`config.mk`:
```
export PLATFORM = sky130hd
export DESIGN_NAME = wb_subsystem_top
export DESIGN_NICKNAME = d
export VERILOG_FILES = /design/src/rtl/wb_mux_pkg.sv /design/src/rtl/wb_interconnect.sv /design/src/rtl/la_control.sv /design/src/rtl/gpio_control.sv /design/src/rtl/team_slot.sv /design/src/rtl/wb_subsystem_top.sv
export VERILOG_INCLUDE_DIRS = /design/src /design/src/include
export SDC_FILE = /design/constraint.sdc
export NUM_CORES = 1
export LEC_CHECK = 0
export BUFFER_PORTS_ARGS = -buffer_cell sky130_fd_sc_hd__buf_2
export CAP_MARGIN = 20
export CORE_MARGIN = 3
export CORE_UTILIZATION = 65
export CTS_CLUSTER_SIZE = 25
export DETAILED_ROUTE_END_ITERATION = 8
export GPL_ROUTABILITY_DRIVEN = 0
export PLACE_DENSITY = 0.95
export SYNTH_ARGS = -nofsm -noshare
export SYNTH_HDL_FRONTEND = slang
export SYNTH_HIERARCHICAL = 1
export SYNTH_SLANG_ARGS = --single-unit
```
`constraint.sdc`:
```
create_clock -name wb_clk_i -period 5.4 [get_ports wb_clk_i]
set_input_delay 0.81 -clock wb_clk_i [delete_from_list [all_inputs] [get_ports wb_clk_i]]
set_output_delay 0.81 -clock wb_clk_i [all_outputs]
set_load 0.05 [all_outputs]
```
`src/include/wb_mux_cfg.svh`:
```
`ifndef WB_MUX_CFG_SVH
`define WB_MUX_CFG_SVH

// Highest team number, team 0 is never populated
`define NUM_TEAMS 4

// Region codes on address bits 31:16 (31:24 for designs)
`define REGION_DESIGN 8'h30
`define REGION_LA 16'h3100
`define REGION_GPIO 16'h3200

`define GPIO_WIDTH 16

// LA and GPIO control register map
`define OFS_DATA 16'h0000
`define OFS_OEN 16'h0004
`define OFS_IN 16'h0008

// Team slot register map
`define OFS_SCRATCH 16'h0000
`define OFS_ID 16'h0004
`define OFS_COUNT 16'h0008

`endif

```
`src/rtl/wb_mux_pkg.sv`:
```
`include "wb_mux_cfg.svh"

package wb_mux_pkg;

    // Full bus address and data words
    typedef logic [31:0] wb_addr_t;
    typedef logic [31:0] wb_data_t;

    // Offset inside one target region
    typedef logic [15:0] reg_offset_t;

    // Team number field, address bits 23:16
    typedef logic [7:0] team_sel_t;

    // One bit per GPIO pad
    typedef logic [`GPIO_WIDTH-1:0] gpio_vec_t;

    // Per-slave acknowledge state
    typedef enum logic {
        BUS_IDLE = 1'b0,
        BUS_ACK  = 1'b1
    } bus_state_t;

endpackage

```
`src/rtl/wb_interconnect.sv`:
```
`timescale 1ns/1ps

`include "wb_mux_cfg.svh"

module wb_interconnect (
    // Master side
    input  logic                                wbs_stb_i,
    input  wb_mux_pkg::wb_addr_t                wbs_adr_i,
    output logic                                wbs_ack_o,
    output wb_mux_pkg::wb_data_t                wbs_dat_o,

    // Decoded strobes
    output logic [`NUM_TEAMS:0]                 designs_stb_o,
    output logic                                la_control_stb_o,
    output logic                                gpio_control_stb_o,

    // Offset seen by every slave
    output wb_mux_pkg::wb_addr_t                adr_truncated_o,

    // Read data from the targets, teams packed 32 bits each
    input  logic [32*(`NUM_TEAMS+1)-1:0]        designs_wbs_dat_o_flat,
    input  wb_mux_pkg::wb_data_t                la_control_dat_i,
    input  wb_mux_pkg::wb_data_t                gpio_control_dat_i,

    // Acknowledges from the targets
    input  logic [`NUM_TEAMS:0]                 designs_ack_i,
    input  logic                                la_control_ack_i,
    input  logic                                gpio_control_ack_i
);

    wb_mux_pkg::team_sel_t team_sel;
    wb_mux_pkg::wb_data_t  designs_dat [`NUM_TEAMS:0];
    logic                  in_designs;
    logic                  in_la;
    logic                  in_gpio;

    assign team_sel   = wbs_adr_i[23:16];
    assign in_designs = (wbs_adr_i[31:24] == `REGION_DESIGN);
    assign in_la      = (wbs_adr_i[31:16] == `REGION_LA);
    assign in_gpio    = (wbs_adr_i[31:16] == `REGION_GPIO);

    // Slaves only decode the low half
    assign adr_truncated_o = {16'h0000, wbs_adr_i[15:0]};

    always_comb begin
        for (int i = 0; i <= `NUM_TEAMS; i++) begin
            designs_dat[i] = designs_wbs_dat_o_flat[i*32 +: 32];
        end
    end

    assign la_control_stb_o   = in_la & wbs_stb_i;
    assign gpio_control_stb_o = in_gpio & wbs_stb_i;

    // Team 0 has no slot, so its strobe stays low
    always_comb begin
        designs_stb_o = '0;
        for (int i = 1; i <= `NUM_TEAMS; i++) begin
            if (in_designs && team_sel == wb_mux_pkg::team_sel_t'(i)) begin
                designs_stb_o[i] = wbs_stb_i;
            end
        end
    end

    // Return path, zero when nothing is addressed
    always_comb begin
        wbs_dat_o = '0;
        wbs_ack_o = 1'b0;
        if (in_designs) begin
            for (int i = 0; i <= `NUM_TEAMS; i++) begin
                if (team_sel == wb_mux_pkg::team_sel_t'(i)) begin
                    wbs_dat_o = designs_dat[i];
                    wbs_ack_o = designs_ack_i[i];
                end
            end
        end else if (in_la) begin
            wbs_dat_o = la_control_dat_i;
            wbs_ack_o = la_control_ack_i;
        end else if (in_gpio) begin
            wbs_dat_o = gpio_control_dat_i;
            wbs_ack_o = gpio_control_ack_i;
        end
    end

    // At most one target may see a strobe
    always_comb begin
        assert ($onehot0({designs_stb_o, la_control_stb_o, gpio_control_stb_o}))
            else $error("more than one slave strobe active");
    end

endmodule

```
`src/rtl/la_control.sv`:
```
`timescale 1ns/1ps

`include "wb_mux_cfg.svh"

module la_control (
    input  logic                 wb_clk_i,
    input  logic                 rst_n_i,

    // Bus slave
    input  logic                 stb_i,
    input  logic                 we_i,
    input  wb_mux_pkg::wb_addr_t adr_i,
    input  wb_mux_pkg::wb_data_t dat_i,
    output logic                 ack_o,
    output wb_mux_pkg::wb_data_t dat_o,

    // Logic analyzer pins
    input  wb_mux_pkg::wb_data_t la_data_i,
    output wb_mux_pkg::wb_data_t la_data_o,
    output wb_mux_pkg::wb_data_t la_oen_o
);

    wb_mux_pkg::bus_state_t  state_q;
    wb_mux_pkg::reg_offset_t offset;
    wb_mux_pkg::wb_data_t    la_data_q;
    wb_mux_pkg::wb_data_t    la_oen_q;
    wb_mux_pkg::wb_data_t    rd_word;
    wb_mux_pkg::wb_data_t    rd_q;
    logic                    access;

    assign offset = adr_i[15:0];
    assign access = (state_q == wb_mux_pkg::BUS_IDLE) && stb_i;

    // Ack FSM, one pulse per strobe
    always_ff @(posedge wb_clk_i or negedge rst_n_i) begin
        if (!rst_n_i) begin
            state_q <= wb_mux_pkg::BUS_IDLE;
        end else if (state_q == wb_mux_pkg::BUS_ACK) begin
            state_q <= wb_mux_pkg::BUS_IDLE;
        end else if (stb_i) begin
            state_q <= wb_mux_pkg::BUS_ACK;
        end
    end

    always_comb begin
        case (offset)
            `OFS_DATA: rd_word = la_data_q;
            `OFS_OEN:  rd_word = la_oen_q;
            `OFS_IN:   rd_word = la_data_i;
            default:   rd_word = '0;
        endcase
    end

    always_ff @(posedge wb_clk_i or negedge rst_n_i) begin
        if (!rst_n_i) begin
            la_data_q <= '0;
            la_oen_q  <= '0;
            rd_q      <= '0;
        end else if (access) begin
            if (we_i) begin
                if (offset == `OFS_DATA) la_data_q <= dat_i;
                if (offset == `OFS_OEN) la_oen_q <= dat_i;
            end else begin
                rd_q <= rd_word;
            end
        end
    end

    assign ack_o     = (state_q == wb_mux_pkg::BUS_ACK);
    assign dat_o     = rd_q;
    assign la_data_o = la_data_q;
    assign la_oen_o  = la_oen_q;

    // Master holds stb through the ack, so a second ack would double the access
    ack_single_cycle: assert property (
        @(posedge wb_clk_i) disable iff (!rst_n_i) ack_o |=> !ack_o
    ) else $error("la_control ack held for two cycles");

endmodule

```
`src/rtl/gpio_control.sv`:
```
`timescale 1ns/1ps

`include "wb_mux_cfg.svh"

module gpio_control (
    input  logic                  wb_clk_i,
    input  logic                  rst_n_i,

    // Bus slave
    input  logic                  stb_i,
    input  logic                  we_i,
    input  wb_mux_pkg::wb_addr_t  adr_i,
    input  wb_mux_pkg::wb_data_t  dat_i,
    output logic                  ack_o,
    output wb_mux_pkg::wb_data_t  dat_o,

    // Pads
    input  wb_mux_pkg::gpio_vec_t gpio_in_i,
    output wb_mux_pkg::gpio_vec_t gpio_out_o,
    output wb_mux_pkg::gpio_vec_t gpio_oe_o
);

    wb_mux_pkg::bus_state_t  state_q;
    wb_mux_pkg::reg_offset_t offset;
    wb_mux_pkg::gpio_vec_t   gpio_out_q;
    wb_mux_pkg::gpio_vec_t   gpio_oe_q;
    wb_mux_pkg::gpio_vec_t   gpio_meta_q;
    wb_mux_pkg::gpio_vec_t   gpio_sync_q;
    wb_mux_pkg::wb_data_t    rd_word;
    wb_mux_pkg::wb_data_t    rd_q;
    logic                    access;

    assign offset = adr_i[15:0];
    assign access = (state_q == wb_mux_pkg::BUS_IDLE) && stb_i;

    always_ff @(posedge wb_clk_i or negedge rst_n_i) begin
        if (!rst_n_i) begin
            state_q <= wb_mux_pkg::BUS_IDLE;
        end else if (state_q == wb_mux_pkg::BUS_ACK) begin
            state_q <= wb_mux_pkg::BUS_IDLE;
        end else if (stb_i) begin
            state_q <= wb_mux_pkg::BUS_ACK;
        end
    end

    // Pads are asynchronous, two flops before anything reads them
    always_ff @(posedge wb_clk_i or negedge rst_n_i) begin
        if (!rst_n_i) begin
            gpio_meta_q <= '0;
            gpio_sync_q <= '0;
        end else begin
            gpio_meta_q <= gpio_in_i;
            gpio_sync_q <= gpio_meta_q;
        end
    end

    // Narrow registers read back zero-extended
    always_comb begin
        case (offset)
            `OFS_DATA: rd_word = wb_mux_pkg::wb_data_t'(gpio_out_q);
            `OFS_OEN:  rd_word = wb_mux_pkg::wb_data_t'(gpio_oe_q);
            `OFS_IN:   rd_word = wb_mux_pkg::wb_data_t'(gpio_sync_q);
            default:   rd_word = '0;
        endcase
    end

    always_ff @(posedge wb_clk_i or negedge rst_n_i) begin
        if (!rst_n_i) begin
            gpio_out_q <= '0;
            gpio_oe_q  <= '0;
            rd_q       <= '0;
        end else if (access) begin
            if (we_i) begin
                if (offset == `OFS_DATA) gpio_out_q <= dat_i[`GPIO_WIDTH-1:0];
                if (offset == `OFS_OEN) gpio_oe_q <= dat_i[`GPIO_WIDTH-1:0];
            end else begin
                rd_q <= rd_word;
            end
        end
    end

    assign ack_o      = (state_q == wb_mux_pkg::BUS_ACK);
    assign dat_o      = rd_q;
    assign gpio_out_o = gpio_out_q;
    assign gpio_oe_o  = gpio_oe_q;

    ack_single_cycle: assert property (
        @(posedge wb_clk_i) disable iff (!rst_n_i) ack_o |=> !ack_o
    ) else $error("gpio_control ack held for two cycles");

endmodule

```
`src/rtl/team_slot.sv`:
```
`timescale 1ns/1ps

`include "wb_mux_cfg.svh"

module team_slot #(
    parameter int TEAM_ID = 1
) (
    input  logic                 wb_clk_i,
    input  logic                 rst_n_i,

    input  logic                 stb_i,
    input  logic                 we_i,
    input  wb_mux_pkg::wb_addr_t adr_i,
    input  wb_mux_pkg::wb_data_t dat_i,
    output logic                 ack_o,
    output wb_mux_pkg::wb_data_t dat_o
);

    wb_mux_pkg::bus_state_t  state_q;
    wb_mux_pkg::reg_offset_t offset;
    wb_mux_pkg::wb_data_t    scratch_q;
    wb_mux_pkg::wb_data_t    count_q;
    wb_mux_pkg::wb_data_t    rd_word;
    wb_mux_pkg::wb_data_t    rd_q;
    logic                    access;

    assign offset = adr_i[15:0];
    assign access = (state_q == wb_mux_pkg::BUS_IDLE) && stb_i;

    always_ff @(posedge wb_clk_i or negedge rst_n_i) begin
        if (!rst_n_i) begin
            state_q <= wb_mux_pkg::BUS_IDLE;
        end else if (state_q == wb_mux_pkg::BUS_ACK) begin
            state_q <= wb_mux_pkg::BUS_IDLE;
        end else if (stb_i) begin
            state_q <= wb_mux_pkg::BUS_ACK;
        end
    end

    // Count read here is the value before this access
    always_comb begin
        case (offset)
            `OFS_SCRATCH: rd_word = scratch_q;
            `OFS_ID:      rd_word = wb_mux_pkg::wb_data_t'(TEAM_ID);
            `OFS_COUNT:   rd_word = count_q;
            default:      rd_word = '0;
        endcase
    end

    always_ff @(posedge wb_clk_i or negedge rst_n_i) begin
        if (!rst_n_i) begin
            scratch_q <= '0;
            count_q   <= '0;
            rd_q      <= '0;
        end else if (access) begin
            count_q <= count_q + 1'b1;
            if (we_i) begin
                if (offset == `OFS_SCRATCH) scratch_q <= dat_i;
            end else begin
                rd_q <= rd_word;
            end
        end
    end

    assign ack_o = (state_q == wb_mux_pkg::BUS_ACK);
    assign dat_o = rd_q;

    // Strobe comes through the interconnect decode, so a stray ack means a decode fault
    ack_needs_stb: assert property (
        @(posedge wb_clk_i) disable iff (!rst_n_i) $rose(ack_o) |-> $past(stb_i)
    ) else $error("team_slot %0d acked without a strobe", TEAM_ID);

endmodule

```
`src/rtl/wb_subsystem_top.sv`:
```
`timescale 1ns/1ps

`include "wb_mux_cfg.svh"

module wb_subsystem_top (
    input  logic                  wb_clk_i,
    input  logic                  rst_n_i,

    // Wishbone master side
    input  logic                  wbs_stb_i,
    input  logic                  wbs_we_i,
    input  wb_mux_pkg::wb_addr_t  wbs_adr_i,
    input  wb_mux_pkg::wb_data_t  wbs_dat_i,
    output logic                  wbs_ack_o,
    output wb_mux_pkg::wb_data_t  wbs_dat_o,

    // Logic analyzer pins
    input  wb_mux_pkg::wb_data_t  la_data_i,
    output wb_mux_pkg::wb_data_t  la_data_o,
    output wb_mux_pkg::wb_data_t  la_oen_o,

    // GPIO pads
    input  wb_mux_pkg::gpio_vec_t gpio_in_i,
    output wb_mux_pkg::gpio_vec_t gpio_out_o,
    output wb_mux_pkg::gpio_vec_t gpio_oe_o
);

    logic [`NUM_TEAMS:0]          designs_stb;
    logic                         la_control_stb;
    logic                         gpio_control_stb;
    wb_mux_pkg::wb_addr_t         adr_truncated;
    wire [32*(`NUM_TEAMS+1)-1:0]  designs_dat_flat;
    wire [`NUM_TEAMS:0]           designs_ack;
    wb_mux_pkg::wb_data_t         la_control_dat;
    wb_mux_pkg::wb_data_t         gpio_control_dat;
    logic                         la_control_ack;
    logic                         gpio_control_ack;

    // No slot behind team 0
    assign designs_dat_flat[31:0] = '0;
    assign designs_ack[0]         = 1'b0;

    wb_interconnect u_interconnect (
        .wbs_stb_i              (wbs_stb_i),
        .wbs_adr_i              (wbs_adr_i),
        .wbs_ack_o              (wbs_ack_o),
        .wbs_dat_o              (wbs_dat_o),
        .designs_stb_o          (designs_stb),
        .la_control_stb_o       (la_control_stb),
        .gpio_control_stb_o     (gpio_control_stb),
        .adr_truncated_o        (adr_truncated),
        .designs_wbs_dat_o_flat (designs_dat_flat),
        .la_control_dat_i       (la_control_dat),
        .gpio_control_dat_i     (gpio_control_dat),
        .designs_ack_i          (designs_ack),
        .la_control_ack_i       (la_control_ack),
        .gpio_control_ack_i     (gpio_control_ack)
    );

    la_control u_la_control (
        .wb_clk_i  (wb_clk_i),
        .rst_n_i   (rst_n_i),
        .stb_i     (la_control_stb),
        .we_i      (wbs_we_i),
        .adr_i     (adr_truncated),
        .dat_i     (wbs_dat_i),
        .ack_o     (la_control_ack),
        .dat_o     (la_control_dat),
        .la_data_i (la_data_i),
        .la_data_o (la_data_o),
        .la_oen_o  (la_oen_o)
    );

    gpio_control u_gpio_control (
        .wb_clk_i   (wb_clk_i),
        .rst_n_i    (rst_n_i),
        .stb_i      (gpio_control_stb),
        .we_i       (wbs_we_i),
        .adr_i      (adr_truncated),
        .dat_i      (wbs_dat_i),
        .ack_o      (gpio_control_ack),
        .dat_o      (gpio_control_dat),
        .gpio_in_i  (gpio_in_i),
        .gpio_out_o (gpio_out_o),
        .gpio_oe_o  (gpio_oe_o)
    );

    // One register block per team, read data packed by team number
    for (genvar t = 1; t <= `NUM_TEAMS; t++) begin : g_team
        team_slot #(
            .TEAM_ID(t)
        ) u_team_slot (
            .wb_clk_i (wb_clk_i),
            .rst_n_i  (rst_n_i),
            .stb_i    (designs_stb[t]),
            .we_i     (wbs_we_i),
            .adr_i    (adr_truncated),
            .dat_i    (wbs_dat_i),
            .ack_o    (designs_ack[t]),
            .dat_o    (designs_dat_flat[t*32 +: 32])
        );
    end

endmodule

```
Word-level counts from Yosys, hierarchy flattened
Index checks and enable logic that the tools add are counted.

storage, ports and cells
  bits of input ports = 116
  output and inout port bits = 129
  memories kept = 0
  bits in latches = 0
  memory bits (read-only) = 0
  RAM bits = 0
  flip-flop bits (word level) = 582

cells by class
  shift operators = 0
  mux-type cells = 36
  bitwise operators = 9
  $lt $le $gt $ge = 0
  div/mod/pow operators = 0
  reduce and logical (&&, ||, !) cells = 25
  eq/ne operators = 9
  multipliers = 0
  add/subtract/negate cells = 4

operators with widths
  operator               number
  $pmux 32 s3            5
  $mux 32                7
  $add 32x1->32 const B  4
  $pmux 16 s3            1
  $eq 16x14->1 const B   2
  $reduce_and 3->1       8
  $mux 1                 23
  $eq 16x3->1 const B    1
  $eq 16x4->1 const B    1
  $eq 8x2->1 const B     2
  $logic_not 16->1       1
  $reduce_and 2->1       6
  $logic_and 1x1->1      10
  $eq 8x1->1 const B     1
  $eq 8x3->1 const B     1
  $eq 8x6->1 const B     1
  $not 1->1              7
  $and 1x1->1            2

Logic depth before layout (Yosys ltp)
Gate-level depths: netlist (run 1).

  depth after elaboration = 6
  depth in mapped cells = 13
  gate-level depth less buffers = 9

Modules after synthesis
Netlist (run 1), hierarchy kept.

by module, submodules not included
  module                                 area an instance (um^2)  seq. area each (um^2)  cells an instance  times used
  team_slot (g_team[1].u_team_slot ...)  4396.7                   2427.3                 355                2
  team_slot (g_team[2].u_team_slot)      4396.7                   2427.3                 356                1
  team_slot (g_team[3].u_team_slot)      4302.9                   2427.3                 351                1
  la_control                             4195.3                   2427.3                 296                1
  gpio_control                           3246.9                   2026.9                 235                1
  wb_interconnect                        2149.6                   0.0                    240                1
  wb_subsystem_top                       3.8                      0.0                    1                  1

Least setup slack after synthesis (run 1)
No wires, ideal clock.

  kind = input to register
  start point = input wbs_adr_i[23]
  end point = register u_la_control.rd_q[10], in the netlist u_la_control/dat_o[10]
  arrival = 3.858 ns
  slack = 1.465 ns
  cell stages on the path = 12
  cell sequence = or4_4 > nor4b_4 > and3_1 > buf_6 > buf_6 > and2_1 > or3b_2 > clkbuf_1 > nor4_1 > clkbuf_1 > a32oi_1 > o21ai_1

on the way
  cells in the longest elaborated chain, start to end = 4

RTL lines
  element                            line                    text
  from (decl)                        wb_subsystem_top.sv:12  input wb_mux_pkg::wb_addr_t wbs_adr_i,
  $eq 16x14->1 (no source line)      n/a
  $and 1x1->1                        wb_interconnect.sv:51   assign la_control_stb_o = in_la & wbs_stb_i;
  named net la_control_stb           wb_subsystem_top.sv:29  logic la_control_stb;
  $logic_and 1x1->1                  la_control.sv:32        assign access = (state_q == wb_mux_pkg::BUS_IDLE) && stb_i;
  $reduce_and 2->1 (no source line)  n/a
  to (signal assigned)               la_control.sv:64        rd_q <= rd_word;
  to (decl)                          la_control.sv:28        wb_mux_pkg::wb_data_t rd_q;

The timed path passes the listed nets, and every way through them passes these cells.
A chain may end at the register's enable or synchronous reset.

Final worst setup path (run 1)
  start point = input wbs_adr_i[27]
  end point = register g_team[1].u_team_slot.scratch_q[8]

on the way
  cells in the longest elaborated chain, start to end = 5

RTL lines
  element                            line                    text
  $eq 8x6->1 (no source line)        n/a
  $logic_and 1x1->1                  wb_interconnect.sv:58   if (in_designs && team_sel == wb_mux_pkg::team_sel_t'(i)) begin
  $mux 1                             wb_interconnect.sv:58
  named net designs_stb[1]           wb_subsystem_top.sv:28  logic [`NUM_TEAMS:0] designs_stb;
  $logic_and 1x1->1                  team_slot.sv:28         assign access = (state_q == wb_mux_pkg::BUS_IDLE) && stb_i;
  $reduce_and 3->1 (no source line)  n/a
  to (signal assigned)               team_slot.sv:58         if (offset == `OFS_SCRATCH) scratch_q <= dat_i;
  to (decl)                          team_slot.sv:21         wb_mux_pkg::wb_data_t scratch_q;

The timed path passes the listed nets, and every way through them passes these cells.

==> results of run 1 <==
[worst max path at each step]
stage / cells after the start / start / slack [ns] / end
floorplan: 12 / wbs_adr_i[23] / 1.47 / u_la_control/dat_o[10]$_DFFE_PN0P_
CTS: 10 / wbs_adr_i[27] / 1.08 / g_team[1].u_team_slot/scratch_q[5]$_DFFE_PN0P_
global placement: 10 / wbs_adr_i[27] / 0.99 / g_team[1].u_team_slot/scratch_q[13]$_DFFE_PN0P_
detailed placement: 10 / wbs_adr_i[27] / 0.71 / g_team[1].u_team_slot/scratch_q[11]$_DFFE_PN0P_
global route: 10 / wbs_adr_i[27] / 0.82 / g_team[1].u_team_slot/scratch_q[8]$_DFFE_PN0P_
finish: 10 / wbs_adr_i[27] / 0.91 / g_team[1].u_team_slot/scratch_q[8]$_DFFE_PN0P_
[critical path, delay by kind of cell]
kind                   cells  cell delay (ns)
AND/OR/NAND/NOR            7             3.42
buffers and inverters      2             0.39
multiplexers               1             0.36
[state kept, by name, summed over array words and instances (netlist names), 32 cells and up]
signal and cells:
g_team.u_team_slot/scratch_q 128, u_la_control/la_data_o 32, u_la_control/dat_o 32, g_team.u_team_slot/count_q 128, u_la_control/la_oen_o 32, g_team.u_team_slot/dat_o 128
[layout by cell type, fill, tap and decap left out, types with 25 or more instances in the layout]
cell type and n:
a221o_1 27, a22oi_1 32, a32oi_1 33, buf_2 242, buf_4 25, clkbuf_16 55, conb_1 49, dfrtp_1 566
mux2_2 205, mux2i_1 176, mux4_2 28, nand2_1 190, nand3_1 52, nand4_1 57, nor2_1 87, o21ai_1 40
o21ai_2 110, o31ai_1 26, xnor2_1 100
[cell type report]
type                    count  area [sq um]  share of cell area, %
diodes                      8          20.0                 0.0664
clock inverters            19           270                  0.896
flip-flops and latches    566         14200                   47.0
clock buffers              78          1570                   5.22
well taps                 525           657                   2.18
multi-input cells        1466         11800                   39.2
repair buffers            276          1560                   5.19
inverters                  23          86.3                  0.286
[per-stage QoR]
stage          hold slack (ns)  instances  cell area, sq um  total power [mW]
6_report                 0.254       2961             30200              8.66
5_1_grt                  0.277       2953             30100              8.83
4_1_cts                  0.278       2952             30100              8.64
3_5_place_dp             0.336       2855             28300              4.71
3_3_place_gp             0.334       2855             28300              4.70
2_1_floorplan            0.331       2218             27100              4.50
[power breakdown]
part	switching (mW)	internal [mW]	leakage, nW
clock network	1.69	2.31	0.910
logic	0.293	0.109	5.79
registers	0.00437	4.25	7.81
[metal layers]
layer  up-vias  wire length [um]
li1       8278                 -
met1     10500             29300
met2      1959             39900
met3       564             11800
met4         4              5890
met5         -                23
==> results.json, run 1 <==
{
  "rr_endpoint": "u_la_control/dat_o[18]$_DFFE_PN0P_",
  "busiest_layer": "met2",
  "fillCellCount": 2083,
  "worstSetupEndpointType": "flop",
  "maxClockFrequency_ghz": 0.223,
  "vias": 21300,
  "track_usage_pct": 38.9,
  "die_w_um": 210,
  "core-area_sq_um": 40400,
  "slew_headroom_pct": 29.1,
  "tightest_slew_ns": 1.06,
  "clockRootBuffer": "clkbuf_16",
  "synth_area_sq_um": 27000,
  "cts_max_path_buffers": 3,
  "cts_hold_buf": 0,
  "worst_slack_ns": 0.906,
  "clk_latency_ns": 0.63,
  "worstPathArrival_ns": 4.99,
  "port_buffers": 244,
  "max-cap-violations": 0,
  "fp.dieArea_sq_um": 44000,
  "drv_slew": 0,
  "cp_max_fo": 21,
  "slowest_delay_ns": 0.61,
  "critPathLaunchType": "input port",
  "syn_inst": 2171,
  "grt_overflow": 0,
  "reg2reg_from": "u_la_control/ack_o$_DFF_PN0_",
  "grt_util_met2_pct": 60.7,
  "fin_nets": 2507,
  "fin_crit_ns": 4.49,
  "clk_pin_slew_worst_paths_ns": 0.06,
  "use_met1_pct": 48.2,
  "antenna_found_initial": 8,
  "power.leakage_nw": 14.5,
  "start_util_pct": 66.8,
  "io_pins": 245,
  "drive_gt1_share_pct": 31.2,
  "required_ns": 5.89,
  "outcome": "finished with violations",
  "fin_skew_ns": 0.0233,
  "reg2reg_depth": 5,
  "cts_made_buffers": 54,
  "post-place-ws_ns": 0.713,
  "grt_pass1_vias": 21900,
  "post_cts_resized": 0,
  "htree_levels": 2,
  "vdd_drop_max_mv": 0.230,
  "rows": 73,
  "drt-total-wl_mm": 86.9,
  "syn_avg_cell_area_sq_um": 12.4,
  "synth-warning-count": 6,
  "gr-usage-met3_pct": 13.4,
  "cpMaxStageDelayCell": "nor3_4",
  "via_per_inst": 7.20,
  "avgRoutedWirePerCell_um": 29.3,
  "setup_tns_ns": 0,
  "fin_crit_sh_pct": 83.2,
  "cts.sinks": 566,
  "grt_pass1_wl_mm": 132,
  "grt_max_degree": 132,
  "dp_hpwl_mm": 53.8,
  "path_cells": "buf_2 > or4_1 > nor2_1 > nand4_1 > nor3b_1 > nor2b_1 > nand3b_1 > nor3_4 > buf_12 > mux2_2",
  "detail-route-antenna-nets": 0,
  "die_height_um": 210,
  "cts_setup_buffers": 0,
  "reg2reg_slack_ns": 2.79,
  "worstSetupPathType": "input port to flop",
  "rsz0062_at_grt": "false",
  "worstHoldPathType": "input port to asynchronous set/reset pin",
  "syn2layout_area_growth_pct": 11.8,
  "utilization_pct": 74.7,
  "drt_pre_antenna_iters": 9,
  "final_hold_viol_count": 0,
  "power_density_nw_per_um2": 287,
  "initialDrtViolationCount": 3785,
  "setup_viol_count_final": 0,
  "violations": "DRC",
  "tritoncts": "yes",
  "route.detailed.drc": 29
}
Power figures use the tool's default switching activity.
==> run 2, diff against run 1 <==
- CORE_UTILIZATION: 65 -> 60
- PLACE_DENSITY: 0.95 -> 0.89
- clock period: 5.4 -> 4.35 ns (I/O delays scaled with it)
==> run 2 against run 1 <==
Compared with the run above:
- the run now ends clean
- non-clock buffer count rose by 14
- sequential cell count did not move
- via count fell by 4.7%
- setup slack got worse by 0.31 ns
- combinational power rose by 23%
- first-iteration DRC count fell by 38%
- largest power group unchanged
==> results.json, run 2 (synthesis results as in run 1) <==
{
  "detail-route-antenna-nets": 0,
  "cts_made_buffers": 55,
  "grt_overflow": 0,
  "htree_levels": 2,
  "cts.sinks": 566,
  "p_sw_share_pct": 23.2,
  "grt_pass1_vias": 20700,
  "clk_latency_ns": 0.62,
  "die_height_um": 218,
  "cpMaxStageDelayCell": "or4_4",
  "final_hold_viol_count": 0,
  "reg2reg_slack_ns": 2.19,
  "grt_pass1_wl_mm": 124,
  "cp_top_family": "simple AND/OR/NAND/NOR gates",
  "route.detailed.drc": 0,
  "cts_hold_buf": 0,
  "tightest_slew_ns": 0.924,
  "rsz0062_at_grt": "false",
  "reg2reg_from": "u_la_control/ack_o$_DFF_PN0_",
  "worstHoldPathType": "input port to asynchronous set/reset pin",
  "power_density_nw_per_um2": 349,
  "syn2layout_area_growth_pct": 12.5,
  "setup_tns_ns": 0,
  "slowest_delay_ns": 0.58,
  "layout_common_cells": "dfrtp_1, buf_2, mux2_2",
  "port_buffers": 244,
  "initialDrtViolationCount": 2352,
  "slew_headroom_pct": 38.4,
  "final_common_cell": "dfrtp_1",
  "die_w_um": 218,
  "track_usage_pct": 34.1,
  "cts_setup_buffers": 0,
  "setup_viol_count_final": 0,
  "clk_pin_slew_worst_paths_ns": 0.06,
  "start_util_pct": 60.8,
  "core-area_sq_um": 44300,
  "rr_endpoint": "u_la_control/la_data_o[24]$_DFFE_PN0P_",
  "worstPathArrival_ns": 3.10,
  "power_frac_seq_pct": 49.9,
  "power.leakage_nw": 14.6,
  "via_per_inst": 6.69,
  "vdd_drop_max_mv": 0.371,
  "clockRootBuffer": "clkbuf_16",
  "p_sw_mw": 2.45,
  "crit_cells": 7,
  "grt_max_degree": 110,
  "pwr-share-comb_pct": 4.7,
  "cts_max_path_buffers": 3,
  "maxClockFrequency_ghz": 0.266,
  "worstSetupEndpointType": "primary output",
  "reg2reg_depth": 5,
  "drt_pre_antenna_iters": 8,
  "cp_max_fo": 27,
  "power_frac_clock_pct": 45.4,
  "vias": 20300,
  "max-cap-violations": 0,
  "avgRoutedWirePerCell_um": 26.8,
  "required_ns": 3.70,
  "drv_slew": 0,
  "dp_hpwl_mm": 53.7,
  "fp.dieArea_sq_um": 47500,
  "critPathBufInv": 3,
  "antenna_found_initial": 3,
  "crit_top_cell": "buf_2",
  "fin_nets": 2522,
  "io_pins": 245,
  "critPathLaunchType": "input port",
  "internal_power_mw": 8.14,
  "drt-total-wl_mm": 81.3,
  "fin_skew_ns": 0.0239,
  "fin_crit_sh_pct": 86.4,
  "worstSetupPathType": "input port to primary output",
  "power_mw": 10.6,
  "fin_crit_ns": 3.76,
  "post_cts_resized": 0,
  "rows": 77,
  "outcome": "finished clean",
  "path_cells": "buf_2 > or4_4 > nor4b_4 > and3_1 > buf_4 > a221o_1 > buf_2",
  "tritoncts": "yes",
  "drive_gt1_share_pct": 31.8
}
==> run 2: layer usage <==
metal  track usage, %  part of all wire (%)  vias up
met4             15.4                   5.0        2
met1             44.3                    36    10300
met3             8.68                    11      312
met2             54.4                    48     1379
met5                0                 0.016        -
li1                 -                     -     8291
==> run 2: area by class of cell <==
class | count | area [sq um]
flip-flops and latches | 566 | 14200
inverters | 23 | 86.3
diodes | 1 | 2.50
multi-input cells | 1466 | 11800
clock buffers | 80 | 1630
fillers | 2816 | 14000
clock inverters | 19 | 180
repair buffers | 290 | 1710
well taps | 592 | 741
==> run 2: per-stage QoR <==
stage	hold slack, ns	worst slack (ns)	area (sq um)	std cells	util [%]
floorplan	0.331	0.573	27100	2218	-
global placement	0.334	0.457	28500	2936	64.3
detailed placement	0.336	0.406	28500	2936	64.3
CTS	0.118	0.666	30300	3035	68.4
global route	0.119	0.563	30300	3036	68.4
finish	0.115	0.593	30300	3037	68.4
==> run 2: worst max path at each step <==
stage                                        endpoint          start  slack, ns
2_1_floorplan      u_la_control/dat_o[10]$_DFFE_PN0P_  wbs_adr_i[23]       0.57
3_3_place_gp       u_la_control/dat_o[31]$_DFFE_PN0P_  wbs_adr_i[23]       0.46
3_5_place_dp   u_la_control/la_data_o[24]$_DFFE_PN0P_  wbs_adr_i[23]       0.41
4_1_cts                                  wbs_dat_o[5]  wbs_adr_i[23]       0.67
5_1_grt                                     wbs_ack_o  wbs_adr_i[23]       0.56
6_report                                    wbs_ack_o  wbs_adr_i[23]       0.59
==> run 2: power groups by stage <==
stage / clock, mW / sequential [mW] / combinational (mW)
3_5_place_dp: 0 / 5.38 / 0.479
2_1_floorplan: 0 / 5.38 / 0.200
6_report: 4.81 / 5.28 / 0.496
3_3_place_gp: 0 / 5.38 / 0.467
5_1_grt: 5.04 / 5.28 / 0.522
4_1_cts: 4.83 / 5.28 / 0.483
